### config.mk
export PLATFORM = sky130hd
export DESIGN_NAME = mpuMapUnit
export DESIGN_NICKNAME = d
export VERILOG_FILES = /design/src/design/mpuPkg.sv /design/src/design/ringBufferCtrl.sv /design/src/design/mapManager.sv /design/src/design/mpuMapUnit.sv
export VERILOG_INCLUDE_DIRS = /design/src /design/src/design
export SDC_FILE = /design/constraint.sdc
export NUM_CORES = 1
export LEC_CHECK = 0
export ABC_CLOCK_PERIOD_IN_PS = 8100
export BUFFER_PORTS_ARGS = -buffer_cell sky130_fd_sc_hd__buf_2
export CAP_MARGIN = 10
export CORE_ASPECT_RATIO = 2
export CORE_MARGIN = 2
export CORE_UTILIZATION = 35
export CTS_CLUSTER_SIZE = 10
export DETAILED_ROUTE_END_ITERATION = 7
export PLACE_DENSITY = 0.48
export SLEW_MARGIN = 10
export SYNTH_ARGS = -nofsm -noshare
export SYNTH_HDL_FRONTEND = slang
export SYNTH_SLANG_ARGS = --single-unit
export TNS_END_PERCENT = 30
### constraint.sdc
create_clock -name clock -period 8.1 [get_ports clock]
set_clock_uncertainty 0.15 [all_clocks]
set_input_delay 1.62 -clock clock [delete_from_list [all_inputs] [get_ports clock]]
set_output_delay 1.62 -clock clock [all_outputs]
set_load 0.01 [all_outputs]
### src/design/mpu_consts.svh
`ifndef MPU_CONSTS_SVH
`define MPU_CONSTS_SVH

// Sizes of the program map manager

// Map table
`define MAP_ENTRIES       8          // Table slots
`define MAP_INDEX_W       3          // Slot index bits

// Instruction memory
`define THREAD_MEM_SIZE   1024       // Words shared by all threads

// Address, length and used size bits, wide enough for the value 1024
`define ADDRESS_W         11

// Thread identifiers
`define THREAD_ID_W       4

`endif

### src/design/mpuPkg.sv
`default_nettype none

`include "mpu_consts.svh"

package mpuPkg;

	typedef logic [`THREAD_ID_W-1:0] threadId_t;
	typedef logic [`ADDRESS_W-1:0]   mpuAddress_t;

	// One row of the map table
	typedef struct packed {
		logic        valid;
		threadId_t   threadId;
		mpuAddress_t address;        // Base of the program in instruction memory
		mpuAddress_t length;         // Program size in words
	} mapEntry_t;

	// Store side, READY means a store may be acknowledged
	typedef enum logic {
		STORE_IDLE  = 1'b0,
		STORE_READY = 1'b1
	} storeState_e;

	// Lookup side, RESPOND is the answer cycle
	typedef enum logic {
		LOOKUP_IDLE    = 1'b0,
		LOOKUP_RESPOND = 1'b1
	} lookupState_e;

endpackage

`default_nettype wire

### src/design/ringBufferCtrl.sv
`timescale 1ns/100ps
`default_nettype none

`include "mpu_consts.svh"

// Slot allocator for the map table. Slots are handed out in ring order,
// while pops may free any slot, so only the occupancy is tracked here

module ringBufferCtrl (
	input  logic                    clock,
	input  logic                    reset,
	input  logic                    push,         // Slot taken at writeIndex
	input  logic                    pop,          // Some slot freed
	output logic [`MAP_INDEX_W-1:0] writeIndex,
	output logic [`MAP_INDEX_W:0]   entryCount,
	output logic                    full
);

	logic [`MAP_INDEX_W-1:0] writePointer;
	logic [`MAP_INDEX_W:0]   count;
	logic                    pointerAtEnd;

	////////////////////////////////////////////////////////////////////////////
	// Write pointer
	////////////////////////////////////////////////////////////////////////////

	assign pointerAtEnd = (writePointer == `MAP_INDEX_W'(`MAP_ENTRIES - 1));

	always_ff @(posedge clock) begin
		if (reset) begin
			writePointer <= '0;
		end else if (push) begin
			if (pointerAtEnd) begin
				writePointer <= '0;              // Wrap around
			end else begin
				writePointer <= writePointer + 1'b1;
			end
		end
	end

	////////////////////////////////////////////////////////////////////////////
	// Occupancy
	////////////////////////////////////////////////////////////////////////////

	always_ff @(posedge clock) begin
		if (reset) begin
			count <= '0;
		end else begin
			case ({push, pop})
				2'b10:   count <= count + 1'b1;
				2'b01:   count <= count - 1'b1;
				default: count <= count;     // Idle, or push and pop cancel
			endcase
		end
	end

	assign full       = (count == (`MAP_INDEX_W+1)'(`MAP_ENTRIES));
	assign writeIndex = writePointer;
	assign entryCount = count;

endmodule

`default_nettype wire

### src/design/mapManager.sv
`timescale 1ns/100ps
`default_nettype none

`include "mpu_consts.svh"

// Program map manager. Records base address and length per thread,
// answers lookups one cycle after the request and frees the hit entry

module mapManager (
	input  logic                    clock,
	input  logic                    reset,
	// Store side
	input  logic                    storeReq,
	input  mpuPkg::threadId_t       storeThreadId,
	input  mpuPkg::mpuAddress_t     storeLength,
	output logic                    storeAck,
	// Lookup side
	input  logic                    lookupReq,
	input  mpuPkg::threadId_t       lookupThreadId,
	output logic                    lookupAck,
	output logic                    lookupHit,
	output mpuPkg::mpuAddress_t     threadAddress,
	output mpuPkg::mpuAddress_t     threadLength,
	output mpuPkg::mpuAddress_t     usedSize,
	// Slot allocator
	input  logic [`MAP_INDEX_W-1:0] writeIndex,
	input  logic                    tableFull,
	output logic                    push,
	output logic                    pop
);

	import mpuPkg::*;

	mapEntry_t               mapTable [`MAP_ENTRIES];

	storeState_e             storeState;
	lookupState_e            lookupState;

	logic [`MAP_ENTRIES-1:0] matchVector;
	logic [`MAP_INDEX_W-1:0] searchIndex;      // Lowest matching slot
	logic                    searchFound;
	logic [`MAP_INDEX_W-1:0] matchIndex;       // Held for the answer cycle
	logic                    matchFound;

	logic [`ADDRESS_W:0]     spaceNeeded;      // One extra bit against overflow
	logic                    spaceOk;
	logic                    slotFree;

	mpuAddress_t             usedSizeReg;
	mpuAddress_t             addAmount;
	mpuAddress_t             subAmount;
	mpuAddress_t             hitAddress;
	mpuAddress_t             hitLength;

	////////////////////////////////////////////////////////////////////////////
	// Lookup search
	////////////////////////////////////////////////////////////////////////////

	always_comb begin
		for (int i = 0; i < `MAP_ENTRIES; i++) begin
			matchVector[i] = mapTable[i].valid & (mapTable[i].threadId == lookupThreadId);
		end
	end

	// Priority encoder, lowest index wins
	always_comb begin
		searchIndex = '0;
		searchFound = 1'b0;
		for (int i = `MAP_ENTRIES - 1; i >= 0; i--) begin
			if (matchVector[i]) begin
				searchIndex = `MAP_INDEX_W'(i);
				searchFound = 1'b1;
			end
		end
	end

	always_ff @(posedge clock) begin
		if (lookupReq) begin
			matchIndex <= searchIndex;
		end
	end

	always_ff @(posedge clock) begin
		if (reset) begin
			matchFound <= 1'b0;
		end else if (lookupReq) begin
			matchFound <= searchFound;
		end
	end

	// Answer cycle outputs
	assign lookupAck     = (lookupState == LOOKUP_RESPOND);
	assign lookupHit     = lookupAck & matchFound;
	assign hitAddress    = mapTable[matchIndex].address;
	assign hitLength     = mapTable[matchIndex].length;
	assign threadAddress = lookupHit ? hitAddress : '0;     // Zero on a miss
	assign threadLength  = lookupHit ? hitLength : '0;
	assign pop           = lookupHit;

	////////////////////////////////////////////////////////////////////////////
	// Store acceptance
	////////////////////////////////////////////////////////////////////////////

	assign spaceNeeded = {1'b0, usedSizeReg} + {1'b0, storeLength};
	assign spaceOk     = (spaceNeeded <= (`ADDRESS_W+1)'(`THREAD_MEM_SIZE));
	assign slotFree    = ~mapTable[writeIndex].valid;

	assign storeAck = (storeState == STORE_READY) & storeReq & slotFree & ~tableFull & spaceOk;
	assign push     = storeAck;

	////////////////////////////////////////////////////////////////////////////
	// Map table
	////////////////////////////////////////////////////////////////////////////

	// A store never lands on the slot being freed, that slot is still valid
	always_ff @(posedge clock) begin
		if (reset) begin
			for (int i = 0; i < `MAP_ENTRIES; i++) begin
				mapTable[i].valid <= 1'b0;
			end
		end else begin
			if (storeAck) begin
				mapTable[writeIndex].valid    <= 1'b1;
				mapTable[writeIndex].threadId <= storeThreadId;
				mapTable[writeIndex].address  <= usedSizeReg;    // Base is the current fill
				mapTable[writeIndex].length   <= storeLength;
			end
			if (lookupHit) begin
				mapTable[matchIndex].valid <= 1'b0;
			end
		end
	end

	////////////////////////////////////////////////////////////////////////////
	// Used size
	////////////////////////////////////////////////////////////////////////////

	assign addAmount = storeAck ? storeLength : '0;
	assign subAmount = lookupHit ? hitLength : '0;

	always_ff @(posedge clock) begin
		if (reset) begin
			usedSizeReg <= '0;
		end else begin
			usedSizeReg <= usedSizeReg + addAmount - subAmount;   // Net change
		end
	end

	assign usedSize = usedSizeReg;

	////////////////////////////////////////////////////////////////////////////
	// Control FSMs
	////////////////////////////////////////////////////////////////////////////

	// Store side rests one cycle after each accepted store
	always_ff @(posedge clock) begin
		if (reset) begin
			storeState <= STORE_READY;
		end else begin
			case (storeState)
				STORE_READY: begin
					if (storeAck) begin
						storeState <= STORE_IDLE;
					end
				end
				STORE_IDLE: begin
					storeState <= STORE_READY;
				end
				default: storeState <= STORE_READY;
			endcase
		end
	end

	// Lookup side answers exactly one cycle after the request
	always_ff @(posedge clock) begin
		if (reset) begin
			lookupState <= LOOKUP_IDLE;
		end else begin
			case (lookupState)
				LOOKUP_IDLE: begin
					if (lookupReq) begin
						lookupState <= LOOKUP_RESPOND;
					end
				end
				LOOKUP_RESPOND: begin
					if (lookupReq) begin
						lookupState <= LOOKUP_RESPOND;
					end else begin
						lookupState <= LOOKUP_IDLE;
					end
				end
				default: lookupState <= LOOKUP_IDLE;
			endcase
		end
	end

endmodule

`default_nettype wire

### src/design/mpuMapUnit.sv
`timescale 1ns/100ps
`default_nettype none

`include "mpu_consts.svh"

// Top of the program map unit, manager plus slot allocator

module mpuMapUnit (
	input  logic                  clock,
	input  logic                  reset,
	// Store requests from instruction memory
	input  logic                  storeReq,
	input  mpuPkg::threadId_t     storeThreadId,
	input  mpuPkg::mpuAddress_t   storeLength,
	output logic                  storeAck,
	// Lookup requests from dispatch
	input  logic                  lookupReq,
	input  mpuPkg::threadId_t     lookupThreadId,
	output logic                  lookupAck,
	output logic                  lookupHit,
	output mpuPkg::mpuAddress_t   threadAddress,
	output mpuPkg::mpuAddress_t   threadLength,
	// Status
	output mpuPkg::mpuAddress_t   usedSize,
	output logic                  tableFull,
	output logic [`MAP_INDEX_W:0] entryCount
);

	logic [`MAP_INDEX_W-1:0] writeIndex;
	logic                    push;
	logic                    pop;

	////////////////////////////////////////////////////////////////////////////
	// Map manager
	////////////////////////////////////////////////////////////////////////////

	mapManager manager (
		.clock          (clock),
		.reset          (reset),
		.storeReq       (storeReq),
		.storeThreadId  (storeThreadId),
		.storeLength    (storeLength),
		.storeAck       (storeAck),
		.lookupReq      (lookupReq),
		.lookupThreadId (lookupThreadId),
		.lookupAck      (lookupAck),
		.lookupHit      (lookupHit),
		.threadAddress  (threadAddress),
		.threadLength   (threadLength),
		.usedSize       (usedSize),
		.writeIndex     (writeIndex),
		.tableFull      (tableFull),
		.push           (push),
		.pop            (pop)
	);

	// Slot allocation in ring order
	ringBufferCtrl slotRing (
		.clock      (clock),
		.reset      (reset),
		.push       (push),
		.pop        (pop),
		.writeIndex (writeIndex),
		.entryCount (entryCount),
		.full       (tableFull)
	);

endmodule

`default_nettype wire

==> impl_results.md <==
- Status: finished, final reports clean
- Final WL: 26,400 um
- Total iterations of the first detailed-routing run: 4
- Ratio of cells with drive above 1 in the final layout: 0.163
- Largest net degree at the start of global routing: 32
- Max-slew headroom: 0.227
- Worst-Skew Late Latency: 540 ps
- Internal: 2480 uW
- Crit end category: register
- Worst setup path category: in -> reg
- Core area: roughly 30,000 um^2
- Sw Ratio: 0.295
- Synth unique cells: 64
- I/O pins: 64
- Pleak: around 0.0042 uW
- Maximum clock rate: 0.156 GHz
- Final ANT Viol Nets: 0
- Die width: about 130 um
- Die footprint: a little over 30,000 um^2
- Top_reg_cell synth: edfxtp_1
- Final Util: 0.408
- Post-CTS Resized: 0
- Final Instance Area: 12,000 um^2
- Clock root cell: clkbuf_16
- Gate power share: 0.228
- First-pass GRT wire length: 40,300 um
- Seq/Total Area, Yosys: 0.673
- Clk network pwr share: 0.324
- Warning count from the yosys run: 0
- Synth Net Count: 774
- Syn-to-layout area delta: 15.2%
- Top cell family by delay on the critical path: compound AO/OA/AOI/OAI gates
- Clk sinks: 243
- Post-CTS repair timing setup buffer count: 0
- Post-synth EDFFs: 211
- RSZ-0062 raised after global routing: no
- HP Class: reg -> reg
- Crit-path max cell delay: approximately 500 ps
- Routed length per instance: 22.6 um
- # DRC: 0
- Reg power frac: 0.448
- Syn Std Cell Area: roughly 10,000 um^2
- Final-report hold violation count: 0
- Peak supply drop: ~0.16 mV
- CTS tree: done
- Post-Place Setup Slack: between 1000 and 1500 ps
- Startpoint Class: input port
- Cell taking the most area after synthesis: edfxtp_1
- Pwr dens: 294 nW/um^2
- Placed cells: 1,115
- Worst-path fanout max: 10
- Initial core utilization: 0.354
- Final number of setup-violating endpoints: 0
- Max-cap violations: 0
- Critical Path AT: 6670 ps
- CP max-delay cell: fa_1
- Clock slew at reported path FFs: 60 ps
- Commonest non-fill, non-tap cell in the layout: edfxtp_1
- Final count of pins violating max slew: 0
- Final worst setup slack: about 1700 ps
- Vias per cell: 5.36
- Minimum clock period after layout: 6420 ps
- IO buf count: 63
- Synth top area cells: edfxtp_1 (61%), dfxtp_1 (6.2%), a22oi_1 (3.4%)
- Antenna Cells: 0
- Vias in the first global route: 6,568
- Fin Setup TNS: 0 ps
- Crit path cell chain: buf_2, ha_1, fa_1, a21oi_1, o22ai_2, o41ai_2, o21ai_1, o41ai_2, a32o_2, nand2_1, fa_1, inv_1, fa_1, a21o_1, a21oi_1, o21ai_0, or4_1, a41o_1, xnor2_1, a21o_1, a21oi_2
- Post-Layout Cell Count: 1,166
- Most frequent cells in the layout: edfxtp_1 (211), buf_2 (63), a22oi_1 (47)
- Syn Area/Cell: approximately 15 um^2
- Top cell type's share of synthesized area: 0.611
- Global placement routability congestion: 0.810
- Antenna violations before repair: 0
- Placed inst area: 11,100 um^2
- Post-Syn Instances: 712
- Clock tree buffer depth: 3
- Slew @ Worst Pin: about 1200 ps
- Number of hold buffers added after CTS: 0
- Total CTS buffers: 28
- Site row count: a little under 90
- Fin crit share: 0.793
- Iter 0 DRT Violations: 439
- DPL Wire Length: 15,600 um
- FFs w/ async S/R, synth: 0
- CP dominant cell by count: fa_1
- Via count: 6,253
- Tot GR Track Use: 0.171
- CP bufs+invs: 2
- P_sw: 1040 uW
- Grt ovf: 0
- H-tree levels: 1
- CP required: ~8400 ps
- Layout Nets: between 800 and 900
- #FFs+latches synth: 243
- Die height: 247 um
[per-stage QoR]
step                total power [uW]  hold slack, ps
finish                          3520             352
detailed placement              2410             349
CTS                             3560             354
global placement                2400             334
global route                    3710             393
floorplan                       2190             326
[cell families after synthesis]
kind of cell | synth area share
AO/OA/AOI/OAI | 0.135
XOR/XNOR | 0.0414
adder cells (fa/ha/maj) | 0.0557
buffers and inverters | 0.0310
flip-flops | 0.673
multiplexers | 0.00832
AND/OR/NAND/NOR | 0.0558
[worst min-delay path, delay by kind of cell (launching register included)]
kind,cells,cell delay [ps]
flip-flops,1,310
AND/OR/NAND/NOR,1,100
AO/OA/AOI/OAI,1,50
[cells in the mapped netlist, types with 2 or more instances]
master and instances:
edfxtp_1 211, a22oi_1 47, nor2_1 39, inv_1 38, dfxtp_1 32, xor2_1 32
ha_1 27, nand2_1 27, clkbuf_1 25, a31oi_1 24, a221oi_1 21, a22o_1 21
a21oi_1 20, xnor2_1 17, fa_1 12, a211oi_1 11, a21o_1 10, nor4_1 9
o21ai_0 9, nor2b_1 7, nor3_1 5, nor3b_1 5, buf_2 4, nand3_1 4
buf_1 3, mux2i_1 3, nand2b_1 3, o211ai_1 3, a41oi_1 2, and3_1 2
and3b_1 2, buf_6 2, mux4_2 2, nor3_2 2, o41ai_2 2
[power by group through the flow]
| stage | registers (uW) | logic [uW] | clock network, uW |
|---|---|---|---|
| 3_3_place_gp | 1600 | 797 | 0 |
| 2_1_floorplan | 1560 | 625 | 0 |
| 4_1_cts | 1580 | 812 | 1170 |
| 3_5_place_dp | 1610 | 807 | 0 |
| 5_1_grt | 1590 | 908 | 1210 |
| 6_report | 1580 | 802 | 1140 |
[path summary, 6_finish.rpt]
| kind | slack (ps) | startpoint | end | depth (start not counted) |
|---|---|---|---|---|
| min reg2reg | 350 | manager.matchFound$_SDFFE_PP0P_ | manager.matchFound$_SDFFE_PP0P_ | 2 |
| max | 1680 | storeLength[0] | manager.usedSize[10]$_SDFF_PP0_ | 21 |
| max reg2reg | 2460 | manager.usedSize[1]$_SDFF_PP0_ | manager.usedSize[10]$_SDFF_PP0_ | 19 |
| min | 350 | manager.matchFound$_SDFFE_PP0P_ | manager.matchFound$_SDFFE_PP0P_ | 2 |
[sequential cells by signal, summed over array words and instances (netlist names), named ones only]
| register | count |
|---|---|
| manager.lookupAck | 1 |
| manager.mapTable | 216 |
| manager.matchFound | 1 |
| manager.matchIndex | 3 |
| manager.storeState | 1 |
| manager.usedSize | 11 |
| slotRing.entryCount | 4 |
| slotRing.writeIndex | 3 |
[layout make-up]
class                           count  area, um^2
Fill cell                        2725       17300
Sequential cell                   243        6980
Multi-Input combinational cell    394        3160
Clock buffer                       50         805
Tap cell                          364         455
Timing Repair Buffer               75         405
Inverter                           39         146
Clock inverter                      1        8.76
[per-layer routing]
layer / GRT usage / vias to the layer above / part of all wire
met4: 0.0485 / 0 / 0.018
met1: 0.226 / 3200 / 0.45
li1: - / 2895 / -
met3: 0.0207 / 35 / 0.036
met5: 0 / - / 0
met2: 0.298 / 123 / 0.50
No activity file was read; power rests on OpenSTA's default activity.
